$ cat src/common/post_hash_pkg.sv
package post_hash_pkg;

  localparam int num_hash_pe      = 4;
  localparam int hash_issue_width = 4;
  localparam int row_size         = 2;
  localparam int addr_width       = 16;
  localparam int meta_len_width   = 5;
  localparam int lane_idx_width   = $clog2(hash_issue_width);

  // one entry of a hash table row as seen by a hash PE.
  typedef struct packed {
    logic                      valid;
    logic [addr_width-1:0]     hist_addr;
    logic [meta_len_width-1:0] meta_len;
    logic                      can_ext;
  } cand_t;

  typedef struct packed {
    logic [addr_width-1:0]   head_addr;
    cand_t [row_size-1:0]    row;
    logic                    delim;
    logic [7:0]              data;
  } pe_result_t;

  typedef struct packed {
    logic [num_hash_pe-1:0]       mask;
    pe_result_t [num_hash_pe-1:0] pe;
  } pe_beat_t;

  // the chosen candidate of one byte position plus its context.
  typedef struct packed {
    logic                      hist_valid;
    logic [addr_width-1:0]     hist_addr;
    logic [meta_len_width-1:0] meta_len;
    logic                      can_ext;
    logic                      delim;
    logic [7:0]                data;
  } lane_t;

  typedef struct packed {
    logic [num_hash_pe-1:0]                 mask;
    logic [num_hash_pe-1:0][addr_width-1:0] head_addr;
    lane_t [num_hash_pe-1:0]                lane;
  } merged_beat_t;

  typedef struct packed {
    logic [addr_width-1:0]       head_addr;
    logic [hash_issue_width-1:0] row_valid;
    lane_t [hash_issue_width-1:0] lane;
  } row_beat_t;

  // lane delim bits are always zero here because the row flag carries it.
  typedef struct packed {
    logic [addr_width-1:0]        head_addr;
    lane_t [hash_issue_width-1:0] lane;
    logic                         delim;
  } issue_row_t;

endpackage

$ cat src/rtl/hash_row_merge.sv
`timescale 1ns/10ps

module hash_row_merge (
  input  logic                        clk,
  input  logic                        rst_n,

  input  logic                        in_valid,
  input  post_hash_pkg::pe_beat_t     in_beat,
  output logic                        in_ready,

  output logic                        out_valid,
  output post_hash_pkg::merged_beat_t out_beat,
  input  logic                        out_ready
);

  post_hash_pkg::merged_beat_t merged;

  // the longest valid candidate wins and the strict compare keeps the lower index on a tie.
  function automatic post_hash_pkg::lane_t pick_best(
    input post_hash_pkg::pe_result_t pe
  );
    post_hash_pkg::lane_t best;
    best = '0;
    for (int j = 0; j < post_hash_pkg::row_size; j++) begin
      if (pe.row[j].valid && (!best.hist_valid || pe.row[j].meta_len > best.meta_len)) begin
        best.hist_valid = 1'b1;
        best.hist_addr  = pe.row[j].hist_addr;
        best.meta_len   = pe.row[j].meta_len;
        best.can_ext    = pe.row[j].can_ext;
      end
    end
    best.delim = pe.delim;
    best.data  = pe.data;
    return best;
  endfunction

  always_comb begin
    merged.mask = in_beat.mask;
    for (int i = 0; i < post_hash_pkg::num_hash_pe; i++) begin
      merged.head_addr[i] = in_beat.pe[i].head_addr;
      merged.lane[i]      = pick_best(in_beat.pe[i]);
    end
  end

  // the stage accepts when its register is empty or drains this cycle.
  assign in_ready = !out_valid || out_ready;

  always_ff @(posedge clk) begin
    if (!rst_n) begin
      out_valid <= 1'b0;
    end else if (in_ready) begin
      out_valid <= in_valid;
    end
  end

  always_ff @(posedge clk) begin
    if (in_valid && in_ready) begin
      out_beat <= merged;
    end
  end

endmodule

$ cat src/rtl/reorder_crossbar.sv
`timescale 1ns/10ps

module reorder_crossbar (
  input  logic                        clk,
  input  logic                        rst_n,

  input  logic                        in_valid,
  input  post_hash_pkg::merged_beat_t in_beat,
  output logic                        in_ready,

  output logic                        out_valid,
  output post_hash_pkg::row_beat_t    out_row,
  input  logic                        out_ready
);

  post_hash_pkg::row_beat_t            routed;
  logic [post_hash_pkg::lane_idx_width-1:0] lane_idx;

  // every masked PE lies in the same aligned window, so any of them gives the base.
  always_comb begin
    routed   = '0;
    lane_idx = '0;
    for (int i = 0; i < post_hash_pkg::num_hash_pe; i++) begin
      if (in_beat.mask[i]) begin
        lane_idx                  = in_beat.head_addr[i][post_hash_pkg::lane_idx_width-1:0];
        routed.lane[lane_idx]      = in_beat.lane[i];
        routed.row_valid[lane_idx] = 1'b1;
        routed.head_addr = {
          in_beat.head_addr[i][post_hash_pkg::addr_width-1:post_hash_pkg::lane_idx_width],
          {post_hash_pkg::lane_idx_width{1'b0}}
        };
      end
    end
  end

  assign in_ready = !out_valid || out_ready;

  always_ff @(posedge clk) begin
    if (!rst_n) begin
      out_valid <= 1'b0;
    end else if (in_ready) begin
      out_valid <= in_valid;
    end
  end

  always_ff @(posedge clk) begin
    if (in_valid && in_ready) begin
      out_row <= routed;
    end
  end

endmodule

$ cat src/rtl/hash_row_synchronizer.sv
`timescale 1ns/10ps

module hash_row_synchronizer (
  input  logic                        clk,
  input  logic                        rst_n,

  input  logic                        in_valid,
  input  post_hash_pkg::row_beat_t    in_row,
  output logic                        in_ready,

  output logic                        out_valid,
  output post_hash_pkg::issue_row_t   out_row,
  input  logic                        out_ready
);

  logic [post_hash_pkg::hash_issue_width-1:0]  acc_mask;
  logic                                        acc_delim;
  post_hash_pkg::lane_t [post_hash_pkg::hash_issue_width-1:0] acc_lane;

  logic [post_hash_pkg::hash_issue_width-1:0]  next_mask;
  logic                                        next_delim;
  post_hash_pkg::lane_t [post_hash_pkg::hash_issue_width-1:0] next_lane;
  post_hash_pkg::issue_row_t                   done_row;
  logic                                        in_fire;
  logic                                        row_done;

  always_comb begin
    next_mask  = acc_mask | in_row.row_valid;
    next_delim = acc_delim;
    next_lane  = acc_lane;
    for (int k = 0; k < post_hash_pkg::hash_issue_width; k++) begin
      if (in_row.row_valid[k]) begin
        next_lane[k] = in_row.lane[k];
        next_delim   = next_delim | in_row.lane[k].delim;
      end
    end
  end

  always_comb begin
    done_row.head_addr = in_row.head_addr;
    done_row.delim     = next_delim;
    for (int k = 0; k < post_hash_pkg::hash_issue_width; k++) begin
      done_row.lane[k]       = next_lane[k];
      done_row.lane[k].delim = 1'b0;
    end
  end

  // a full output register blocks the next beat until the sink takes the row.
  assign in_ready = !out_valid || out_ready;
  assign in_fire  = in_valid && in_ready;
  assign row_done = &next_mask;

  always_ff @(posedge clk) begin
    if (!rst_n) begin
      acc_mask  <= '0;
      acc_delim <= 1'b0;
      out_valid <= 1'b0;
    end else begin
      if (in_fire) begin
        acc_mask  <= row_done ? '0 : next_mask;
        acc_delim <= row_done ? 1'b0 : next_delim;
      end
      if (in_fire && row_done) begin
        out_valid <= 1'b1;
      end else if (out_ready) begin
        out_valid <= 1'b0;
      end
    end
  end

  always_ff @(posedge clk) begin
    if (in_fire) begin
      acc_lane <= next_lane;
    end
    if (in_fire && row_done) begin
      out_row <= done_row;
    end
  end

endmodule

$ cat src/rtl/post_hash_pe_scheduler.sv
`timescale 1ns/10ps

module post_hash_pe_scheduler (
  input  logic                      clk,
  input  logic                      rst_n,

  input  logic                      in_valid,
  input  post_hash_pkg::pe_beat_t   in_beat,
  output logic                      in_ready,

  output logic                      out_valid,
  output post_hash_pkg::issue_row_t out_row,
  input  logic                      out_ready
);

  logic                        merge_valid;
  post_hash_pkg::merged_beat_t merge_beat;
  logic                        merge_ready;

  logic                        xbar_valid;
  post_hash_pkg::row_beat_t    xbar_row;
  logic                        xbar_ready;

  hash_row_merge u_merge (
    .clk       (clk),
    .rst_n     (rst_n),
    .in_valid  (in_valid),
    .in_beat   (in_beat),
    .in_ready  (in_ready),
    .out_valid (merge_valid),
    .out_beat  (merge_beat),
    .out_ready (merge_ready)
  );

  reorder_crossbar u_crossbar (
    .clk       (clk),
    .rst_n     (rst_n),
    .in_valid  (merge_valid),
    .in_beat   (merge_beat),
    .in_ready  (merge_ready),
    .out_valid (xbar_valid),
    .out_row   (xbar_row),
    .out_ready (xbar_ready)
  );

  hash_row_synchronizer u_sync (
    .clk       (clk),
    .rst_n     (rst_n),
    .in_valid  (xbar_valid),
    .in_row    (xbar_row),
    .in_ready  (xbar_ready),
    .out_valid (out_valid),
    .out_row   (out_row),
    .out_ready (out_ready)
  );

endmodule

$ cat config.mk
export PLATFORM = sky130hd
export DESIGN_NAME = post_hash_pe_scheduler
export DESIGN_NICKNAME = d
export VERILOG_FILES = /design/src/common/post_hash_pkg.sv /design/src/rtl/hash_row_merge.sv /design/src/rtl/reorder_crossbar.sv /design/src/rtl/hash_row_synchronizer.sv /design/src/rtl/post_hash_pe_scheduler.sv
export SDC_FILE = /design/constraint.sdc
export NUM_CORES = 1
export LEC_CHECK = 0
export BUFFER_PORTS_ARGS = -buffer_cell sky130_fd_sc_hd__buf_4
export CAP_MARGIN = 20
export CORE_UTILIZATION = 25
export CTS_CLUSTER_DIAMETER = 200
export DETAILED_ROUTE_END_ITERATION = 12
export PLACE_DENSITY_LB_ADDON = 0.08
export SLEW_MARGIN = 25
export SYNTH_ARGS = -nofsm -noshare
export SYNTH_HDL_FRONTEND = slang
export SYNTH_SLANG_ARGS = --single-unit
$ cat constraint.sdc
create_clock -name clk -period 25.6 [get_ports clk]
set_input_delay 6.4 -clock clk [delete_from_list [all_inputs] [get_ports clk]]
set_output_delay 6.4 -clock clk [all_outputs]
set_load 0.03 [all_outputs]
# --- Word level (Yosys, flattened, before mapping) ---
# Cells that the tools add are included.
word_totals:
  latch_bits: 0
  in_bits: 292
  romBits: 0
  n_memories: 0
  reg_bits: 621
  out_inout_bits: 147
  ramBits: 0
  wordCells: 204
op_classes:
  muxes: 43
  mul: 0
  shifts: 0
  div_mod_pow: 0
  n_eq_ne: 0
  bitwise_logic: 9
  addsub: 0
  n_lt_le_gt_ge: 12
  n_reduce_logical: 33
ops:
  columns: ["operator", "n"]
  rows:
  - ["$mux 148", 4]
  - ["$bwmux 128", 3]
  - ["$demux 32 s2", 4]
  - ["$mux 32", 8]
  - ["$and 128x128->128", 1]
  - ["$mux 23", 4]
  - ["$mux 22", 4]
  - ["$gt 5x5->1", 4]
  - ["$or 4x4->4", 4]
  - ["$logic_and 1x1->1", 12]
  - ["$lt 2x3->1 const B", 4]
  - ["$mux 1", 11]
  - ["$demux 1 s2", 4]
  - ["$ge 2x1->1 const B", 4]
  - ["$reduce_and 2->1", 4]
  - ["$logic_not 1->1", 7]
  - ["$logic_or 1x1->1", 7]
  - ["$mux 4", 1]
  - ["$or 1x1->1", 4]
  - ["$reduce_and 4->1", 1]
  - ["$reduce_or 3->1", 1]
  - ["$reduce_bool 2->1", 1]

# --- Logic depth before layout (Yosys ltp) ---
# Gate-level depths: netlist of run 1.
logic_depth:
  depth_word: 12
  depth_mapped: 9
  depth_no_buf: 6

# --- Modules after synthesis ---
# From an unflattened synthesis of run 1, not the netlist that was laid out.
unflattened:
  hier_cells: 1960
  area_unflattened_um2: 28043.1
modules_own_cells:
  columns: ["module", "cells_each", "instances", "seq_area_each_um2", "area_per_inst_um2"]
  rows:
  - ["reorder_crossbar", 953, 1, 4404.2, 10168.5]
  - ["hash_row_synchronizer", 438, 1, 8077.7, 9751.9]
  - ["hash_row_merge", 569, 1, 5905.7, 8122.8]

# --- Worst setup path before layout of run 1 ---
# No wires, ideal clock.
synth_timing:
  path_type: "in2reg"
  start: "input port out_ready"
  end: "register u_sync.acc_delim"
  t_arrival_ps: 21856
  t_required_ps: 25248
  setup_ps: 352
  path_buffers: 0
  slack_ps: 3392
  stages: 4
  cell_sequence: "nor2b_1 nor4b_1 nand2b_1 a311oi_1"
synth_via:
  elab_chain_len: 2
synth_rtl:
  columns: ["element", "line", "text"]
  rows:
  - ["start, declared", "post_hash_pe_scheduler.sv:13", "input logic out_ready"]
  - ["$logic_or 1x1->1", "hash_row_synchronizer.sv:49", "assign in_ready = !out_valid || out_ready;"]
  - ["$logic_and 1x1->1", "hash_row_synchronizer.sv:50", "assign in_fire = in_valid && in_ready;"]
  - ["end signal, assigned", "hash_row_synchronizer.sv:61", "acc_delim <= row_done ? 1'b0 : next_delim;"]
  - ["end, declared", "hash_row_synchronizer.sv:17", "logic acc_delim;"]
# No other way between the ends.
# A chain may end at the register's enable or synchronous reset.

# --- Worst setup path in the final report of run 1 ---
layout_timing:
  start: "input port out_ready"
  end: "output port in_ready"
layout_via:
  elab_chain_len: 3
layout_rtl:
  columns: ["element", "line", "text"]
  rows:
  - ["$logic_or 1x1->1", "hash_row_synchronizer.sv:49", null]
  - ["$logic_or 1x1->1", "reorder_crossbar.sv:36", "assign in_ready = !out_valid || out_ready;"]
  - ["$logic_or 1x1->1", "hash_row_merge.sv:46", "assign in_ready = !out_valid || out_ready;"]
  - ["end, declared", "post_hash_pe_scheduler.sv:9", "output logic in_ready,"]
# No other way between the ends.

==> results of run 1 <==
[worst register-to-register path, delay by kind of cell (launching register included)]
family,cells,cell delay [ps]
and+or+nand+nor,3,2340
buffers and inverters,1,400
DFF,1,320
AOI/OAI and AO/OA,1,190
[layer usage]
layer  up-vias  track usage  share of wire
met1      8970        0.245           0.42
met2       940        0.303           0.46
met3       252       0.0540          0.085
met5         -            0        0.00081
met4        14       0.0756          0.041
li1       7816            -              -
[power breakdown]
| part | leakage (uW) | internal, uW | switching (uW) |
|---|---|---|---|
| clock network | 0.00118 | 621 | 433 |
| logic | 0.00461 | 92.8 | 151 |
| registers | 0.00592 | 1170 | 43.3 |
[layout make-up]
class                      count  area, um2  share of cell area
timing repair buffer         466       3530               0.107
sequential                   613      18300               0.557
antenna                        3       7.51            0.000228
inverter                       9       33.8             0.00103
clock buffer                  89       1970              0.0599
multi-input combinational   1019       6900               0.210
tap                         1368       1710              0.0520
clock inverter                46        413              0.0125
[synthesized netlist by cell type (all sizes together)]
master | instances | area share
a21boi | 2 | 0.00058
a21oi | 12 | 0.0023
a221oi | 141 | 0.048
a222oi | 1 | 0.00039
a311o | 1 | 0.00039
a311oi | 1 | 0.00034
a31oi | 1 | 0.00024
and2 | 4 | 0.00097
and3 | 1 | 0.00024
and3b | 4 | 0.0014
buf | 31 | 0.0079
clkbuf | 111 | 0.016
conb | 1 | 0.00015
dfxtp | 8 | 0.0062
edfxtp | 605 | 0.71
ha | 20 | 0.0097
inv | 9 | 0.0013
mux2 | 128 | 0.056
nand2 | 263 | 0.038
nand2b | 2 | 0.00049
nand3 | 3 | 0.00058
nand3b | 5 | 0.0016
nand4 | 4 | 0.00097
nor2 | 79 | 0.012
nor2b | 18 | 0.0044
nor3 | 1 | 0.00063
nor3b | 5 | 0.0025
nor4b | 1 | 0.00034
o2111ai | 4 | 0.0014
o21a | 9 | 0.0026
o21ai | 130 | 0.025
o22ai | 150 | 0.044
o31ai | 13 | 0.0038
or2 | 4 | 0.00097
or3 | 1 | 0.00024
or3b | 3 | 0.0010
or4 | 1 | 0.00029
or4b | 1 | 0.00039
[sequential cells by signal, summed over array words and instances (netlist names)]
name and cells:
u_sync.acc_mask 4, u_crossbar.out_row 146, u_merge.out_beat 196, u_sync.out_row 139, u_sync.out_valid 1, u_sync.acc_delim 1, u_crossbar.out_valid 1, u_sync.acc_lane 124
u_merge.out_valid 1
[cell usage in the layout, fill, tap and decap left out, drive strengths merged, types with 2 or more instances in the layout]
master / Yosys / layout
edfxtp: 605 / 605
buf: 31 / 466
nand2: 263 / 263
o22ai: 150 / 150
a221oi: 141 / 141
o21ai: 130 / 130
mux2: 128 / 128
clkbuf: 111 / 89
nor2: 79 / 79
clkinv: 0 / 32
ha: 20 / 20
nor2b: 18 / 18
o31ai: 13 / 13
inv: 9 / 13
a21oi: 12 / 12
o21a: 9 / 9
dfxtp: 8 / 8
bufinv: 0 / 7
conb: 1 / 6
nand3b: 5 / 5
nor3b: 5 / 5
and2: 4 / 4
nand4: 4 / 4
o2111ai: 4 / 4
or2: 4 / 4
and3b: 4 / 4
diode: 0 / 3
or3b: 3 / 3
clkinvlp: 0 / 3
nand3: 3 / 3
nand2b: 2 / 2
a21boi: 2 / 2
[path summary, 6_finish.rpt]
| check | slack [ps] | from | to | cells past startpoint |
|---|---|---|---|---|
| setup / recovery | 11640 | out_ready | in_ready | 4 |
| hold / removal | 410 | u_crossbar.out_row[139] | u_sync.out_row[136] | 0 |
| setup reg to reg | 22100 | u_merge.out_beat[195] | u_crossbar.out_row[94] | 5 |
| hold reg to reg | 410 | u_crossbar.out_row[139] | u_sync.out_row[136] | 0 |
[stage by stage]
step	cell area, um2	power, uW	hold WS, ps
floorplan	25700	1350	400
global placement	30500	1470	401
detailed placement	30500	1470	407
CTS	32900	2540	411
global route	32900	2600	423
finish	32900	2510	415
[cell families after synthesis]
group	synth area share
other cells	0.000146
buf+inv	0.0254
flops	0.713
fa+ha+maj	0.00973
compound gates	0.129
mux	0.0560
simple gates	0.0670
==> flow_summary.toml, run 1 <==
[run_status]
status = "completed"

[sta]
finalHoldViolations = 0
skew_ps = 31.5
timing.final.ws_setup_ps = 11640
slew_viol_final = 0
finalCritPeriodShare = 0.545
fin_crit_ps = 13960
slew_headroom = 0.278
grt_setup_unrepaired = "false"
setup_tns_ps = 0
max_freq_mhz = 71.7
tightest_slew_ps = 1080
setup_viol = 0

[die]
io_pins = 439
start_util = 0.252
core-area_um2 = 102000
core.rowCount = 117
die_x_um = 323
die_y_um = 323
die_area_um2 = 104000

[setup_path]
path_buf_inv = 2
cpMaxStageDelayCell = "nor2b_1"
end_kind = "output port"
max_stage_delay_ps = 640
crit_path_cell_trace = "buf_4, nor2b_1, nand3_1, buf_4"
required_ps = 19200
cp_data_arrival_time_ps = 7560
path_class = "in2out"
crit_path_frequent_cell = "buf_4"
setup.worst_path.start_class = "input pin"
critical_path_peak_fanout = 7
crit_family = "simple AND/OR/NAND/NOR gates"

[cts]
cts_made_buffers = 75
cts.reportedPaths.clkPinSlew_ps = 60
cts_tree = "yes"
post_cts_buffers = 0
clock_sinks = 613
cts_buffer_depth = 3
cts_resized = 0
root_buffer = "clkbuf_16"
cts-htree-levels = 3
worstSkewPairLatency_ps = 640
cts_hold_buf = 0

[routing]
drt_iter0_markers = 1844
vias = 18000
post-route-drc-count = 0
drt-vias-per-instance = 4.98
wl_per_cell_um = 27.9
drt_first_pass_iters = 6
drt.antenna.violating_nets = 0
wl_um = 101000

[global_routing]
grt_overflow = 0
grt_max_degree = 147
grt_pass1_wl_um = 140000
grt_pass1_vias = 18500
antenna_found_initial = 13
gr-usage-all-layers = 0.191

[placement]
portBuffers = 432
dp_hpwl_um = 66100
gp_congestion = 0.802
dp_slack_ps = 11630
place_inst = 3475

[yosys]
synthDistinctLibCells = 48
avgSynthCellArea_um2 = 14.5
ys_warn_count = 0
synthCells = 1778
mappedNetlistArea_um2 = 25700
synth-seq-cells = 613
seq_area_frac_synth = 0.713

[finish]
num-fill-cells = 10200
synthToLayoutAreaGrowth_pct = 27.9
final_util = 0.323
nets = 2496
fin_cells = 3613
layout-drive-gt1-share = 0.343

[power]
p_leak_uw = 0.0117
peakVddDrop_v = 0.0000445
power.density_nw_per_um2 = 76.2

[run]
cap_violations = 0

[worst_hold_path]
worst_hold_path_type = "reg2reg"
(Power assumes the default switching activity.)
==> run 2, diff against run 1 <==
clock period = 14.15 ns   (was 25.6 ns; I/O delays follow)
==> flow_summary.toml, run 2 (synthesis gave the netlist of run 1 again) <==
[run_status]
status = "completed"

[sta]
timing.final.ws_setup_ps = 5850
tightest_slew_ps = 1110
setup_viol = 0
slew_headroom = 0.263
max_freq_mhz = 121
finalCritPeriodShare = 0.586
grt_setup_unrepaired = "false"
skew_ps = 32.1
setup_tns_ps = 0
fin_crit_ps = 8300
finalHoldViolations = 0
slew_viol_final = 0

[cts]
post_cts_buffers = 0
cts_resized = 0
clock_sinks = 613
cts_tree = "yes"
cts_hold_buf = 0
cts_made_buffers = 75
cts.reportedPaths.clkPinSlew_ps = 60
cts-htree-levels = 3
root_buffer = "clkbuf_16"
cts_buffer_depth = 3
worstSkewPairLatency_ps = 640

[routing]
drt-vias-per-instance = 4.95
wl_um = 101000
drt_first_pass_iters = 7
wl_per_cell_um = 27.9
drt.antenna.violating_nets = 0
vias = 17900
drt_iter0_markers = 1664
post-route-drc-count = 0

[power]
power.density_nw_per_um2 = 138
p_leak_uw = 0.0118
peakVddDrop_v = 0.0000695
total_power_uw = 4570

[finish]
layout-drive-gt1-share = 0.343
reg_top3 = "u_merge.out_beat (196), u_crossbar.out_row (146), u_sync.out_row (139)"
largest_reg_flops = 196
fin_cells = 3617
synthToLayoutAreaGrowth_pct = 28.3
largest_register = "u_merge.out_beat"
nets = 2502
layout_common_cells = "edfxtp_1, buf_4, nand2_1, a221oi_1, mux2_2"
final_common_cell = "edfxtp_1"

[die]
start_util = 0.252
die_area_um2 = 104000
io_pins = 439
die_x_um = 323
core.rowCount = 117
core-area_um2 = 102000
die_y_um = 323

[worst_hold_path]
worst_hold_path_type = "reg2reg"
hold_path_depth = 0

[run]
cap_violations = 0

[setup_path]
crit_family = "simple AND/OR/NAND/NOR gates"
crit_path_cell_trace = "buf_4, nor2b_1, nand3_1, buf_4"
r2r_cells = 4
setup.worst_path.start_class = "input pin"
required_ps = 10610
end_kind = "output port"
path_class = "in2out"
path_buf_inv = 2
cp_data_arrival_time_ps = 4760
cpMaxStageDelayCell = "nor2b_1"
max_stage_delay_ps = 690
critical_path_peak_fanout = 7
crit_path_frequent_cell = "buf_4"
cp.depth = 4

[global_routing]
grt_pass1_wl_um = 139000
use_met2 = 0.309
gr-usage-all-layers = 0.190
grt_use_met1 = 0.249
grt_overflow = 0
antenna_found_initial = 27
grtUsageMet3 = 0.0465
grt_max_degree = 142
grt_pass1_vias = 18000
grt-busiest-layer = "met2"

[placement]
place_inst = 3481
dp_slack_ps = 5820
portBuffers = 432
dp_hpwl_um = 68400
gp_congestion = 0.804
-- run 2: cell count changes in the layout (fill, tap and decap cells not counted), moves of 2 or more --
cell and change:
clkinv_2 -7, or3b_2 +2, or3b_4 -2, clkbuf_1 -2, inv_6 -3, buf_6 -2
diode_2 +3, clkinv_4 +2, clkbuf_16 +2, buf_4 +7
-- run 2: path summary, 6_finish.rpt --
check,from,to,slack [ps]
setup / recovery,out_ready,in_ready,5850
hold / removal,u_crossbar.out_row[134],u_sync.out_row[131],420
setup reg to reg,u_sync.out_valid,u_merge.out_beat[31],10540
hold reg to reg,u_crossbar.out_row[134],u_sync.out_row[131],420
-- run 2: metrics by stage --
stage	cell area (um2)	utilization	hold slack [ps]
3_5_place_dp	30600	0.300	405
3_3_place_gp	30500	0.299	401
5_1_grt	33000	0.324	421
6_report	33000	0.324	415
2_1_floorplan	25800	-	400
4_1_cts	33000	0.324	418
-- run 2: power breakdown --
group          switching (uW)  total [uW]  internal, uW
clock                     781        1940          1160
combinational             266         434           169
sequential               84.0        2190          2110
-- run 2: cell type report --
class	instances	area [um2]
Antenna cell	6	15.0
Clock buffer	89	2010
Clock inverter	41	410
Fill cell	10200	68900
Inverter	9	33.8
Multi-Input combinational cell	1019	6910
Sequential cell	613	18300
Tap cell	1368	1710
Timing Repair Buffer	472	3580
-- run 2: routing by layer --
metal | wire length, um | vias to the layer above
met3 | 7670 | 181
met5 | 200 | -
li1 | - | 7825
met2 | 47400 | 845
met1 | 43200 | 9036
met4 | 2450 | 28
-- run 2: worst reg2reg max path: stages, from the launching register on --
cell     delay (ps)
dfxtp_1         310
nor2b_1         270
a31oi_4         770
buf_4           890
buf_4           910
==> run 3, diff against run 2 <==
clock period = 8.1 ns   (was 14.15 ns; I/O delays follow)
==> flow_summary.toml, run 3 (synthesis gave the netlist of run 1 again) <==
[sta]
skew_ps = 29.1
timing.final.ws_setup_ps = 2820
max_freq_mhz = 190
slew_viol_final = 0
setup_tns_ps = 0
finalCritPeriodShare = 0.651
setup_viol = 0
tightest_slew_ps = 1140
fin_crit_ps = 5280
slew_headroom = 0.238
finalHoldViolations = 0
grt_setup_unrepaired = "false"

[setup_path]
path_class = "in2out"
setup.worst_path.start_class = "input pin"
critical_path_peak_fanout = 7
cp_data_arrival_time_ps = 3250
end_kind = "output port"
required_ps = 6080

[finish]
layout_common_cells = "edfxtp_1, buf_4, nand2_1, a221oi_1, mux2_2"
num-fill-cells = 10100
nets = 2494
final_common_cell = "edfxtp_1"
largest_reg_flops = 196
synthToLayoutAreaGrowth_pct = 28.6
finish.instance_area_um2 = 33100
largest_register = "u_merge.out_beat"
reg_top3 = "u_merge.out_beat (196), u_crossbar.out_row (146), u_sync.out_row (139)"
fin_cells = 3615
layout-drive-gt1-share = 0.340

[cts]
cts_resized = 0
cts_buffer_depth = 3
cts_hold_buf = 0
cts_made_buffers = 76
cts_tree = "yes"
root_buffer = "clkbuf_16"
post_cts_buffers = 0
cts-htree-levels = 3
worstSkewPairLatency_ps = 650
cts.reportedPaths.clkPinSlew_ps = 60
clock_sinks = 613

[routing]
wl_per_cell_um = 28.7
wl_um = 104000
drt_first_pass_iters = 6
drt.antenna.violating_nets = 0
post-route-drc-count = 0
drt_iter0_markers = 1798
vias = 18000
drt-vias-per-instance = 4.98

[power]
p_leak_uw = 0.0118
peakVddDrop_v = 0.000134
power.density_nw_per_um2 = 246

[die]
die_area_um2 = 104000
core-area_um2 = 102000
start_util = 0.252
die_y_um = 323
die_x_um = 323
core.rowCount = 117
io_pins = 439

[global_routing]
grt_pass1_vias = 18200
gr-usage-all-layers = 0.195
grt_max_degree = 147
antenna_found_initial = 15
grt_pass1_wl_um = 143000
grt_overflow = 0

[worst_hold_path]
worst_hold_path_type = "reg2reg"

[placement]
dp_slack_ps = 2640
portBuffers = 432
dp_hpwl_um = 68600
placed_area_um2 = 30500
gp_congestion = 0.824
place_inst = 3472

[run]
cap_violations = 0

[run_status]
status = "completed"
-- run 3: layout make-up --
cell class,count,area [um2],share of cell area
sequential,613,18300,0.554
timing repair buffer,463,3520,0.107
multi-input combinational,1019,6900,0.209
inverter,9,33.8,0.00102
clock inverter,51,627,0.0189
tap,1368,1710,0.0517
clock buffer,86,1940,0.0586
antenna,6,15.0,0.000454
-- run 3: final timing paths --
kind / start / endpoint / slack [ps] / depth (start not counted)
max reg2reg: u_merge.out_beat[193] / u_crossbar.out_row[125] / 4710 / 6
max: out_ready / in_ready / 2820 / 4
min: u_crossbar.out_row[143] / u_sync.out_row[140] / 410 / 0
min reg2reg: u_crossbar.out_row[143] / u_sync.out_row[140] / 410 / 0
-- run 3: where the power goes --
part	internal (uW)	total, uW	switching (uW)
clock network	2110	3540	1430
registers	3680	3840	151
logic	293	764	471
total	6090	8140	2050
-- run 3: routing by layer --
layer,GRT usage,wire length [um]
met2,0.318,49100
met3,0.0500,8170
met5,0,104
met1,0.254,43400
met4,0.0602,2870
-- run 3: critical path, stage by stage --
cell and delay [ps]:
buf_4 110, nor2b_1 700, nand3_1 200, buf_4 220
-- run 3: metrics by stage --
step / util / hold slack (ps) / power [uW]
finish: 0.325 / 412 / 8140
global route: 0.325 / 428 / 8420
CTS: 0.324 / 415 / 8250
detailed placement: 0.299 / 405 / 4660
global placement: 0.299 / 402 / 4660
floorplan: - / 400 / 4240
